`config.mk`:
```
export PLATFORM = sky130hd
export DESIGN_NAME = riscv_data_port
export DESIGN_NICKNAME = d
export VERILOG_FILES = /design/src/design/riscv_lsu_pkg.sv /design/src/design/riscv_csr_pkg.sv /design/src/design/riscv_csr_if.sv /design/src/design/riscv_load_store_unit.sv /design/src/design/riscv_perf_counters.sv /design/src/design/riscv_debug_unit.sv /design/src/design/riscv_data_port.sv
export SDC_FILE = /design/constraint.sdc
export NUM_CORES = 1
export LEC_CHECK = 0
export ABC_AREA = 1
export ABC_CLOCK_PERIOD_IN_PS = 3400
export CORE_UTILIZATION = 65
export CTS_CLUSTER_DIAMETER = 30
export DETAILED_ROUTE_END_ITERATION = 6
export DONT_BUFFER_PORTS = 1
export PLACE_DENSITY = 0.82
export SLEW_MARGIN = 20
export SYNTH_ARGS = -nofsm -noshare
export SYNTH_HDL_FRONTEND = slang
export SYNTH_HIERARCHICAL = 1
export SYNTH_SLANG_ARGS = --single-unit
export TNS_END_PERCENT = 10
```
`constraint.sdc`:
```
create_clock -name clk -period 3.4 [get_ports clk]
set_input_delay 0.34 -clock clk [delete_from_list [all_inputs] [get_ports clk]]
set_output_delay 0.34 -clock clk [all_outputs]
set_load 0.02 [all_outputs]
```
`src/design/riscv_lsu_pkg.sv`:
```
/*
  Data-side types shared by the load-store unit and the top level.
  Word, byte enable and byte offset widths, the access size and the
  LSU request state. Import with riscv_lsu_pkg::* in the module header.
*/
package riscv_lsu_pkg;

  localparam int WORD_W = 32;          // Data and address width
  localparam int BE_W   = WORD_W / 8;  // One enable per byte lane
  localparam int OFF_W  = 2;           // Byte offset within a word

  typedef logic [WORD_W-1:0] word_t;
  typedef logic [BE_W-1:0]   be_t;
  typedef logic [OFF_W-1:0]  byte_off_t;

  // Access size, same coding as the ID stage hands to the LSU
  typedef enum logic [1:0] {
    SIZE_WORD = 2'b00,
    SIZE_HALF = 2'b01,
    SIZE_BYTE = 2'b10   // 2'b11 also treated as byte
  } data_type_e;

  // One outstanding access at a time
  typedef enum logic [1:0] {
    IDLE,
    WAIT_GNT,
    WAIT_RVALID
  } lsu_state_e;

endpackage

```
`src/design/riscv_csr_pkg.sv`:
```
/*
  Register map seen by the debug port.
  Counter addresses, debug address layout and the value returned for
  anything that is not mapped. Import with riscv_csr_pkg::*.
*/
package riscv_csr_pkg;

  import riscv_lsu_pkg::word_t;

  localparam int CSR_ADDR_W = 12;
  localparam int DBG_ADDR_W = 16;

  typedef logic [CSR_ADDR_W-1:0] csr_addr_t;
  typedef logic [DBG_ADDR_W-1:0] dbg_addr_t;

  // Performance counters, load and store
  localparam csr_addr_t CSR_PCCR_LOAD  = 12'h782;
  localparam csr_addr_t CSR_PCCR_STORE = 12'h783;

  // Top nibble of a debug address, selects register space
  localparam logic [3:0] DBG_CSR_SPACE = 4'h7;

  // Read value of unmapped registers and of other debug spaces
  localparam word_t CSR_RDATA_NONE = '0;

endpackage

```
`src/design/riscv_csr_if.sv`:
```
`timescale 1ns/1ps
/*
  One register access per cycle, debug unit to performance counters.
  Read data comes back in the same cycle, decoded from csr_addr.
*/
interface riscv_csr_if import riscv_lsu_pkg::*, riscv_csr_pkg::*; ();

  logic      csr_access;  // Access strobe, qualifies writes
  logic      csr_we;
  csr_addr_t csr_addr;
  word_t     csr_wdata;
  word_t     csr_rdata;   // Combinational from csr_addr

  // Requester side
  modport dbg (output csr_access, csr_we, csr_addr, csr_wdata, input csr_rdata);

  // Register file side
  modport csr (input csr_access, csr_we, csr_addr, csr_wdata, output csr_rdata);

endinterface

```
`src/design/riscv_load_store_unit.sv`:
```
`timescale 1ns/1ps
/*
  Load-store unit. Takes a single-cycle request from execute, drives the
  data memory with req/gnt/rvalid and writes back one cycle after rvalid.
  Store data is rotated into its byte lanes, load data rotated back and
  sign- or zero-extended. Also flags granted loads and stores.
*/
module riscv_load_store_unit import riscv_lsu_pkg::*; (
  input  logic       clk,
  input  logic       arst_n_i,

  // Execute side
  input  logic       data_req_ex_i,
  input  logic       data_we_ex_i,
  input  data_type_e data_type_ex_i,
  input  logic       data_sign_ext_ex_i,
  input  word_t      operand_a_ex_i,
  input  word_t      operand_b_ex_i,
  input  word_t      data_wdata_ex_i,
  output logic       lsu_ready_ex_o,
  output word_t      data_rdata_ex_o,
  output logic       wb_valid_o,
  output logic       load_err_o,
  output logic       store_err_o,

  // Data memory
  output logic       data_req_o,
  input  logic       data_gnt_i,
  input  logic       data_rvalid_i,
  output word_t      data_addr_o,
  output logic       data_we_o,
  output be_t        data_be_o,
  output word_t      data_wdata_o,
  input  word_t      data_rdata_i,
  input  logic       data_err_i,

  // Granted access events for the counters
  output logic       mem_load_o,
  output logic       mem_store_o
);

  lsu_state_e state_q, state_d;

  // Request registered at acceptance
  word_t      addr_q;
  logic       we_q;
  be_t        be_q;
  word_t      wdata_q;
  data_type_e type_q;      // Kept for load extension
  logic       sign_ext_q;
  byte_off_t  offset_q;

  word_t      addr_ex;
  byte_off_t  offset_ex;
  be_t        be_ex;
  word_t      wdata_ex;
  word_t      rdata_rot;
  word_t      rdata_ext;
  logic       accept;
  logic       resp;        // rvalid for our access

  //////////////////////////////////////////////////
  // Request side alignment
  //////////////////////////////////////////////////
  assign addr_ex   = operand_a_ex_i + operand_b_ex_i;
  assign offset_ex = addr_ex[1:0];
  assign accept    = data_req_ex_i & lsu_ready_ex_o;

  always_comb begin
    case (data_type_ex_i)
      SIZE_WORD: be_ex = 4'b1111;
      SIZE_HALF: be_ex = 4'b0011 << offset_ex;  // Two lanes from offset
      default:   be_ex = 4'b0001 << offset_ex;  // Single lane
    endcase
  end

  // Rotate left by whole bytes
  always_comb begin
    case (offset_ex)
      2'd0:    wdata_ex = data_wdata_ex_i;
      2'd1:    wdata_ex = {data_wdata_ex_i[23:0], data_wdata_ex_i[31:24]};
      2'd2:    wdata_ex = {data_wdata_ex_i[15:0], data_wdata_ex_i[31:16]};
      default: wdata_ex = {data_wdata_ex_i[7:0],  data_wdata_ex_i[31:8]};
    endcase
  end

  //////////////////////////////////////////////////
  // Response side, rotate back then extend
  //////////////////////////////////////////////////
  always_comb begin
    case (offset_q)
      2'd0:    rdata_rot = data_rdata_i;
      2'd1:    rdata_rot = {data_rdata_i[7:0],  data_rdata_i[31:8]};
      2'd2:    rdata_rot = {data_rdata_i[15:0], data_rdata_i[31:16]};
      default: rdata_rot = {data_rdata_i[23:0], data_rdata_i[31:24]};
    endcase
  end

  always_comb begin
    case (type_q)
      SIZE_WORD: rdata_ext = rdata_rot;
      SIZE_HALF: rdata_ext = {{16{sign_ext_q & rdata_rot[15]}}, rdata_rot[15:0]};
      default:   rdata_ext = {{24{sign_ext_q & rdata_rot[7]}}, rdata_rot[7:0]};
    endcase
  end

  //////////////////////////////////////////////////
  // Request FSM
  //////////////////////////////////////////////////
  assign resp = (state_q == WAIT_RVALID) & data_rvalid_i;

  always_comb begin
    state_d = state_q;
    case (state_q)
      IDLE:        if (accept)        state_d = WAIT_GNT;
      WAIT_GNT:    if (data_gnt_i)    state_d = WAIT_RVALID;  // Req drops next cycle
      WAIT_RVALID: if (data_rvalid_i) state_d = IDLE;
      default:                        state_d = IDLE;
    endcase
  end

  always_ff @(posedge clk or negedge arst_n_i) begin
    if (!arst_n_i) begin
      state_q     <= IDLE;
      wb_valid_o  <= 1'b0;
      load_err_o  <= 1'b0;
      store_err_o <= 1'b0;
    end else begin
      state_q     <= state_d;
      wb_valid_o  <= resp;                        // Loads and stores alike
      load_err_o  <= resp & data_err_i & ~we_q;
      store_err_o <= resp & data_err_i &  we_q;
    end
  end

  // Payload, captured on acceptance and on response
  always_ff @(posedge clk) begin
    if (accept) begin
      addr_q     <= addr_ex;
      we_q       <= data_we_ex_i;
      be_q       <= be_ex;
      wdata_q    <= wdata_ex;
      type_q     <= data_type_ex_i;
      sign_ext_q <= data_sign_ext_ex_i;
      offset_q   <= offset_ex;
    end
    if (resp) data_rdata_ex_o <= rdata_ext;
  end

  assign lsu_ready_ex_o = (state_q == IDLE) & ~wb_valid_o;  // Wait out write-back

  assign data_req_o   = (state_q == WAIT_GNT);
  assign data_addr_o  = addr_q;
  assign data_we_o    = we_q;
  assign data_be_o    = be_q;
  assign data_wdata_o = wdata_q;

  assign mem_load_o  = data_req_o & data_gnt_i & ~we_q;
  assign mem_store_o = data_req_o & data_gnt_i &  we_q;

endmodule

```
`src/design/riscv_perf_counters.sv`:
```
`timescale 1ns/1ps
/*
  Load and store performance counters behind the register map.
  Each counts granted accesses of its kind; a register write to a
  counter in the same cycle takes priority over the increment.
*/
module riscv_perf_counters import riscv_lsu_pkg::*, riscv_csr_pkg::*; (
  input  logic     clk,
  input  logic     arst_n_i,

  input  logic     mem_load_i,   // Granted load this cycle
  input  logic     mem_store_i,  // Granted store this cycle

  riscv_csr_if.csr csr
);

  word_t pccr_load_q;
  word_t pccr_store_q;
  logic  csr_wr;
  logic  wr_load;
  logic  wr_store;

  //////////////////////////////////////////////////
  // Register access decode
  //////////////////////////////////////////////////
  assign csr_wr   = csr.csr_access & csr.csr_we;
  assign wr_load  = csr_wr & (csr.csr_addr == CSR_PCCR_LOAD);
  assign wr_store = csr_wr & (csr.csr_addr == CSR_PCCR_STORE);

  // Read mux, same cycle as the address
  always_comb begin
    case (csr.csr_addr)
      CSR_PCCR_LOAD:  csr.csr_rdata = pccr_load_q;
      CSR_PCCR_STORE: csr.csr_rdata = pccr_store_q;
      default:        csr.csr_rdata = CSR_RDATA_NONE;  // Unmapped
    endcase
  end

  //////////////////////////////////////////////////
  // Counters
  //////////////////////////////////////////////////
  always_ff @(posedge clk or negedge arst_n_i) begin
    if (!arst_n_i) begin
      pccr_load_q  <= '0;
      pccr_store_q <= '0;
    end else begin
      if (wr_load)
        pccr_load_q <= csr.csr_wdata;       // Write wins
      else if (mem_load_i)
        pccr_load_q <= pccr_load_q + 1'b1;

      if (wr_store)
        pccr_store_q <= csr.csr_wdata;
      else if (mem_store_i)
        pccr_store_q <= pccr_store_q + 1'b1;
    end
  end

endmodule

```
`src/design/riscv_debug_unit.sv`:
```
`timescale 1ns/1ps
/*
  Debug port to register access bridge.
  A strobe into register space becomes one register access in the same
  cycle. Read data is registered and the ack follows one cycle later.
*/
module riscv_debug_unit import riscv_lsu_pkg::*, riscv_csr_pkg::*; (
  input  logic      clk,
  input  logic      arst_n_i,

  // Debug port
  input  logic      dbginf_strobe_i,  // One-cycle pulse
  input  logic      dbginf_we_i,
  input  dbg_addr_t dbginf_addr_i,
  input  word_t     dbginf_data_i,
  output logic      dbginf_ack_o,
  output word_t     dbginf_data_o,

  riscv_csr_if.dbg  csr
);

  logic csr_sel;    // Address falls in register space
  logic rd_strobe;

  //////////////////////////////////////////////////
  // Address decode
  //////////////////////////////////////////////////
  assign csr_sel   = (dbginf_addr_i[15:12] == DBG_CSR_SPACE);
  assign rd_strobe = dbginf_strobe_i & ~dbginf_we_i;

  // Register access lasts only the strobe cycle
  assign csr.csr_access = dbginf_strobe_i & csr_sel;
  assign csr.csr_we     = dbginf_we_i;
  assign csr.csr_addr   = dbginf_addr_i[11:0];  // Low 12 bits are the register
  assign csr.csr_wdata  = dbginf_data_i;

  //////////////////////////////////////////////////
  // Ack and read data
  //////////////////////////////////////////////////
  always_ff @(posedge clk or negedge arst_n_i) begin
    if (!arst_n_i) begin
      dbginf_ack_o <= 1'b0;
    end else begin
      dbginf_ack_o <= dbginf_strobe_i;  // Exactly one cycle later
    end
  end

  // Sampled in the strobe cycle, held until the next read
  always_ff @(posedge clk) begin
    if (rd_strobe) begin
      dbginf_data_o <= csr_sel ? csr.csr_rdata : CSR_RDATA_NONE;
    end
  end

endmodule

```
`src/design/riscv_data_port.sv`:
```
`timescale 1ns/1ps
/*
  Data side of the core: load-store unit, load and store counters and
  the debug path to them. Plain ports only, instances and wires inside.
*/
module riscv_data_port import riscv_lsu_pkg::*, riscv_csr_pkg::*; (
  input  logic       clk,
  input  logic       arst_n_i,

  // Execute side
  input  logic       data_req_ex_i,
  input  logic       data_we_ex_i,
  input  data_type_e data_type_ex_i,
  input  logic       data_sign_ext_ex_i,
  input  word_t      operand_a_ex_i,
  input  word_t      operand_b_ex_i,
  input  word_t      data_wdata_ex_i,
  output logic       lsu_ready_ex_o,
  output word_t      data_rdata_ex_o,
  output logic       wb_valid_o,
  output logic       load_err_o,
  output logic       store_err_o,

  // Data memory
  output logic       data_req_o,
  output word_t      data_addr_o,
  output logic       data_we_o,
  output be_t        data_be_o,
  output word_t      data_wdata_o,
  input  logic       data_gnt_i,
  input  logic       data_rvalid_i,
  input  word_t      data_rdata_i,
  input  logic       data_err_i,

  // Debug port
  input  logic       dbginf_strobe_i,
  input  logic       dbginf_we_i,
  input  dbg_addr_t  dbginf_addr_i,
  input  word_t      dbginf_data_i,
  output logic       dbginf_ack_o,
  output word_t      dbginf_data_o
);

  logic mem_load;   // Granted load
  logic mem_store;  // Granted store

  riscv_csr_if csr_if ();

  ////////////////////////////////////////////////////
  // Load-store unit
  ////////////////////////////////////////////////////
  riscv_load_store_unit load_store_unit_i (
    .clk                ( clk                ),
    .arst_n_i           ( arst_n_i           ),
    .data_req_ex_i      ( data_req_ex_i      ),
    .data_we_ex_i       ( data_we_ex_i       ),
    .data_type_ex_i     ( data_type_ex_i     ),
    .data_sign_ext_ex_i ( data_sign_ext_ex_i ),
    .operand_a_ex_i     ( operand_a_ex_i     ),
    .operand_b_ex_i     ( operand_b_ex_i     ),
    .data_wdata_ex_i    ( data_wdata_ex_i    ),
    .lsu_ready_ex_o     ( lsu_ready_ex_o     ),
    .data_rdata_ex_o    ( data_rdata_ex_o    ),
    .wb_valid_o         ( wb_valid_o         ),
    .load_err_o         ( load_err_o         ),
    .store_err_o        ( store_err_o        ),
    .data_req_o         ( data_req_o         ),
    .data_gnt_i         ( data_gnt_i         ),
    .data_rvalid_i      ( data_rvalid_i      ),
    .data_addr_o        ( data_addr_o        ),
    .data_we_o          ( data_we_o          ),
    .data_be_o          ( data_be_o          ),
    .data_wdata_o       ( data_wdata_o       ),
    .data_rdata_i       ( data_rdata_i       ),
    .data_err_i         ( data_err_i         ),
    .mem_load_o         ( mem_load           ),  // To counters
    .mem_store_o        ( mem_store          )
  );

  ////////////////////////////////////////////////////
  // Counters and debug access
  ////////////////////////////////////////////////////
  riscv_perf_counters perf_counters_i (
    .clk         ( clk       ),
    .arst_n_i    ( arst_n_i  ),
    .mem_load_i  ( mem_load  ),
    .mem_store_i ( mem_store ),
    .csr         ( csr_if    )
  );

  riscv_debug_unit debug_unit_i (
    .clk             ( clk             ),
    .arst_n_i        ( arst_n_i        ),
    .dbginf_strobe_i ( dbginf_strobe_i ),
    .dbginf_we_i     ( dbginf_we_i     ),
    .dbginf_addr_i   ( dbginf_addr_i   ),
    .dbginf_data_i   ( dbginf_data_i   ),
    .dbginf_ack_o    ( dbginf_ack_o    ),
    .dbginf_data_o   ( dbginf_data_o   ),
    .csr             ( csr_if          )   // Register access master
  );

endmodule

```
# After elaboration in Yosys (flattened, before gate mapping)
# Cells that the tools add are included.
# word_totals
ff_bits	208
latchBits	0
ramBits	0
mem_bits_ro	0
input_bits	188
out_inout_bits	139
word_cells	75
mem_count	0
# classes
addsub	3
mul	0
div_mod_pow	0
magnitude_cmp	0
n_eq_ne	14
shifts	2
n_mux	13
bitwise	19
reduce_logical	8
# ops
cell	count
$pmux 32 s3	2
$mux 32	4
$pmux 32 s2	2
$add 32x1->32 const B	2
$add 32x32->32	1
$eq 12x11->1 const B	2
$and 1x1->1	16
$eq 2x1->1 const B	5
$logic_not 2->1	5
$pmux 4 s2	1
$eq 2x2->1 const B	3
$mux 2	3
$pmux 2 s3	1
$eq 4x3->1 const B	1
$ne 2x2->1 const B	2
$reduce_bool 2->1	2
$shl 1x2->4 const A	1
$shl 2x2->4 const A	1
$not 1->1	3
$reduce_and 3->1	1
$ne 2x1->1 const B	1

# Depth between registers and ports, before layout
# depth
ltp_word	5
mapped_depth	12
depth_no_buf	12

# Cells and area by module
# The synthesis kept the hierarchy.
# by_module_without_submodules
module	instances	cells_each	area_each_um2	seq_area_each_um2
riscv_load_store_unit	1	1019	7696.1	3248.1
riscv_perf_counters	1	910	5341.4	1601.5
riscv_debug_unit	1	154	1850.5	985.9

# Worst setup path after synthesis
# Ideal clock, no wire load.
# synth_timing
path_kind	flip-flop to flip-flop
from	register load_store_unit_i.wb_valid_o
to	register load_store_unit_i.addr_q[0], in the netlist load_store_unit_i/data_addr_o[0] (enable)
setup_time_ns	0.426
arrival_ns	2.551
required_ns	2.974
slack_ns	0.424
path_stages_with_launch	4
n_path_buf	0
synth_period_minus_slack_ns	2.976
path_cell_list	dfrtp_1 -> nor3_1 -> nand2_1 -> inv_1
# synth_via
elab_chain_cells	3
# synth_rtl
element	line_no	source
start: declaration	riscv_load_store_unit.sv:22	output logic wb_valid_o,
start signal: assignment	riscv_load_store_unit.sv:130	wb_valid_o <= resp;
$not 1->1	riscv_load_store_unit.sv:150	assign lsu_ready_ex_o = (state_q == IDLE) & ~wb_valid_o;
$and 1x1->1	riscv_load_store_unit.sv:150	
net lsu_ready_ex_o	riscv_data_port.sv:18	output logic lsu_ready_ex_o,
$and 1x1->1	riscv_load_store_unit.sv:67	assign accept = data_req_ex_i & lsu_ready_ex_o;
net load_store_unit_i.accept	riscv_load_store_unit.sv:59	logic accept;
end signal: assignment	riscv_load_store_unit.sv:139	addr_q <= addr_ex;
end: declaration	riscv_load_store_unit.sv:45	word_t addr_q;
# The timed path passes the listed nets, and every way through them passes these cells.
# A chain may end at the register's enable or synchronous reset.

# Worst setup path in the final report
# layout_timing
from	register load_store_unit_i.state_q[1]
to	register perf_counters_i.pccr_load_q[11]
# layout_via
elab_chain_cells	4
# layout_rtl
element	line_no	source
start: declaration	riscv_load_store_unit.sv:42	lsu_state_e state_q, state_d;
start signal: assignment	riscv_load_store_unit.sv:129	state_q <= state_d;
$eq 2x1->1	riscv_load_store_unit.sv:152	assign data_req_o = (state_q == WAIT_GNT);
net data_req_o	riscv_data_port.sv:25	output logic data_req_o,
$and 1x1->1 (2 in series)	riscv_load_store_unit.sv:158	assign mem_load_o = data_req_o & data_gnt_i & ~we_q;
net mem_load	riscv_data_port.sv:44	logic mem_load;
$reduce_bool 2->1 (no source line)	--	
end signal: assignment	riscv_perf_counters.sv:48	pccr_load_q <= csr.csr_wdata;
end signal: assignment	riscv_perf_counters.sv:50	pccr_load_q <= pccr_load_q + 1'b1;
end: declaration	riscv_perf_counters.sv:17	word_t pccr_load_q;
# The timed path passes the listed nets, and every way through them passes these cells.

==> metrics.md <==
| Metric | Value |
|---|---|
| Ports | about 330 |
| Routed WL | 41790 µm |
| HP Start | dbginf_data_i[26] |
| Syn_nets | 2305 |
| Area of the core | ~23000 µm² |
| Final nets | around 2300 |
| Setup ws final | slightly below 600 ps |
| GRT Resource Usage Total | 0.3538 |
| Reg2reg start | load_store_unit_i/state_q[1] |
| Main synth FF type | edfxtp_1 |
| Placer Congestion | 0.9715 |
| DP Wirelength | 29890 µm |
| Cell variety after synth | 46 |
| Via count | 14000 |
| Least-Margin Pin Slew | 864.8 ps |
| Remaining DRCs | 0 |
| Hold Crit Class | in -> reg |
| Hold-fix buffers, CTS | 51 |
| Chip width | 153.3 µm |
| Ys Warns | 6 |
| Fraction of layout cells with a size suffix above 1 | 0.08518 |
| Post-place setup slack | 667.1 ps |
| Post-synthesis instance area | 14890 µm² |
| Reg2Reg Depth | 8 |
| WP data arrival | roughly 3300 ps |
| First-pass GRT wire length | 66880 µm |
| Worst Path Required | a little under 4000 ps |
| Initial DRC Count | roughly 1400 |
| Worst Hold Path Cells | 4 |
| EDFF count, synth | 136 |
| Worst-Skew Late Latency | 550 ps |
| CTS resizes | 0 |
| Maximum clock rate | around 0.36 GHz |
| Vias per cell | 5.805 |
| Clock sinks | about 200 |
| Largest net degree at the start of global routing | 73 |
| H-tree Lvls | 2 |
| Layout Skew | 24.79 ps |
| CTS Buf Count | 42 |
| Register area share after synthesis | 0.3920 |
| Syn_area_per_cell | roughly 7.1 µm² |
| Post-Synthesis Cells | 2083 |
| Critical path startpoint category | register |
| Worst-path maximum fanout | 22 |
| Wire per inst | approximately 17 µm |
| Relative slew slack | 0.4229 |
| Power Dens Cells | 598.8 nW/µm² |
| # Post-CTS Setup Buffers | 0 |
| Die Y | 153.3 µm |
| Fin crit period | around 2800 ps |
| Status | finished clean |
| Synth async-reset ratio | 0.3398 |
| Total of max-cap violations | 0 |
| Final worst-path cycle share | 0.8263 |
| Initial Util | 0.6596 |
| Buffers added on ports | 0 |
| Die area | 23510 µm² |
| CTS Root Cell | clkbuf_16 |
| # fillers | roughly 1700 |
| Worst-path clk slew | approximately 50 ps |
| Final Slew Violations | 0 |
| Num rows | 55 |
| Hold Fails Final Rpt | 0 |
| CTS tree | yes |
| Routed Antenna Nets | 0 |
| Reg-to-Reg End | perf_counters_i/pccr_load_q[11] |
| GRT overflow | 0 |
| Initial antenna violation count | 0 |
| RSZ-0062 raised after global routing | false |
| Area growth from synthesis to layout | 12.29% |
| Vias in the first global route | 13470 |
| P_leak | approximately 7.7 nW |
| Yosys reg bits | 206 |
| Crit path kind | reg -> reg |
| Endpoints failing setup | 0 |
| Fin Setup TNS | 0 ps |
| Clock Path Buffers | 3 |
| R2r setup slk | ~600 ps |
| WHS | about 8 ps |
| Worst Hold End | perf_counters_i/pccr_store_q[26] |
| Drt pass-1 iters | 6 |
| Maximum vdd drop | ~0.45 mV |
| CP Capture Type | register |
[flip-flops by register name, summed over array words and instances (netlist names)]
| register | count |
|---|---|
| debug_unit_i/dbginf_data_o | 32 |
| load_store_unit_i/data_addr_o | 32 |
| load_store_unit_i/data_rdata_ex_o | 32 |
| load_store_unit_i/data_wdata_o | 32 |
| perf_counters_i/pccr_load_q | 32 |
| perf_counters_i/pccr_store_q | 32 |
| load_store_unit_i/data_be_o | 4 |
| load_store_unit_i/state_q | 2 |
| load_store_unit_i/type_q | 2 |
| debug_unit_i/dbginf_ack_o | 1 |
| load_store_unit_i/data_we_o | 1 |
| load_store_unit_i/load_err_o | 1 |
| load_store_unit_i/sign_ext_q | 1 |
| load_store_unit_i/store_err_o | 1 |
| load_store_unit_i/wb_valid_o | 1 |
[logic make-up after synthesis]
| family | synth area share |
|---|---|
| compound gates | 0.08581 |
| xor+xnor | 0.01647 |
| fa+ha+maj | 0.02908 |
| buf+inv | 0.1323 |
| flops | 0.3920 |
| simple gates | 0.3444 |
[layout make-up]
class / count / area (µm²) / area share
multi-input combinational: 1449 / 7088 / 0.4240
sequential: 206 / 5836 / 0.3491
inverter: 324 / 1219 / 0.07289
clock buffer: 42 / 1051 / 0.06287
timing repair buffer: 68 / 668.1 / 0.03996
clock inverter: 36 / 498.0 / 0.02979
tap: 285 / 356.6 / 0.02133
antenna: 1 / 2.502 / 0.0001497
[Yosys cell counts, drive strengths merged, types with 2 or more instances]
cell / n / share of area
nor3: 41 / 0.024
ha: 33 / 0.028
o2111ai: 28 / 0.016
xnor2: 7 / 0.0041
o21bai: 4 / 0.0020
o22ai: 41 / 0.017
nand3: 188 / 0.067
xor2: 21 / 0.012
clkbuf: 9 / 0.0023
o21ai: 64 / 0.023
nor2: 166 / 0.048
o211ai: 19 / 0.011
nand2: 773 / 0.20
buf: 95 / 0.048
inv: 323 / 0.082
a21oi: 41 / 0.014
or2: 2 / 0.00084
dfrtp: 70 / 0.12
nand4: 14 / 0.0063
edfxtp: 136 / 0.27
[layer usage]
| layer | wire (µm) | up-vias | part of all wire | global-route usage |
|---|---|---|---|---|
| met4 | 1627 | 0 | 0.039 | 0.1405 |
| met2 | 19720 | 918 | 0.47 | 0.5975 |
| met1 | 15760 | 6261 | 0.38 | 0.4430 |
| met3 | 4689 | 151 | 0.11 | 0.07542 |
| met5 | 0 | - | 0 | 0 |
| li1 | - | 6665 | - | - |
[worst max path at each step]
stage | startpoint | end | slack (ps)
after global routing | load_store_unit_i/state_q[1] | perf_counters_i/pccr_load_q[20] | 470
after detailed placement | operand_a_ex_i[0] | load_store_unit_i/data_wdata_o[16] | 670
final | load_store_unit_i/state_q[1] | perf_counters_i/pccr_load_q[11] | 590
after floorplan | load_store_unit_i/wb_valid_o | load_store_unit_i/data_addr_o[0] | 420
after CTS | load_store_unit_i/state_q[1] | perf_counters_i/pccr_load_q[11] | 690
after global placement | load_store_unit_i/state_q[1] | perf_counters_i/pccr_load_q[26] | 800
[worst max-delay path: stages, from the launching register on]
cell and delay (ps):
dfrtp_1 430, nor2_1 400, nand2_1 200, nor2_1 130
buf_4 200, inv_1 330, nor2_2 800, nand2_1 140
nand3_1 120
[report_power, final]
part | switching [mW] | internal [mW] | leakage (nW)
Sequential | 0.561 | 3.21 | 2.18
Clock | 1.58 | 2.90 | 0.749
Combinational | 1.21 | 0.545 | 4.81
Total | 3.36 | 6.65 | 7.74
[cell usage in the layout, fill, tap and decap left out, types with 11 or more instances in the layout]
cell type	count
edfxtp_1	136
dfrtp_1	70
dlygate4sd3_1	50
a21oi_1	39
xor2_1	21
inv_1	313
nor2_1	149
nor3_1	11
o211ai_1	14
o21ai_0	50
nand2_1	768
nand4_1	13
ha_1	33
clkbuf_16	42
inv_6	11
o2111ai_1	28
buf_4	16
nand3_1	182
nor3_2	30
o22ai_1	41
[per-stage QoR]
step	std cells	utilization	total power, mW	instance area [µm²]
floorplan	2083	-	5.043	14890
finish	2411	0.7407	10.01	16720
global placement	2281	0.6486	5.341	14640
detailed placement	2281	0.6486	5.397	14640
global route	2410	0.7406	10.35	16720
CTS	2410	0.7406	9.982	16720
No activity file was read; power rests on OpenSTA's default activity.
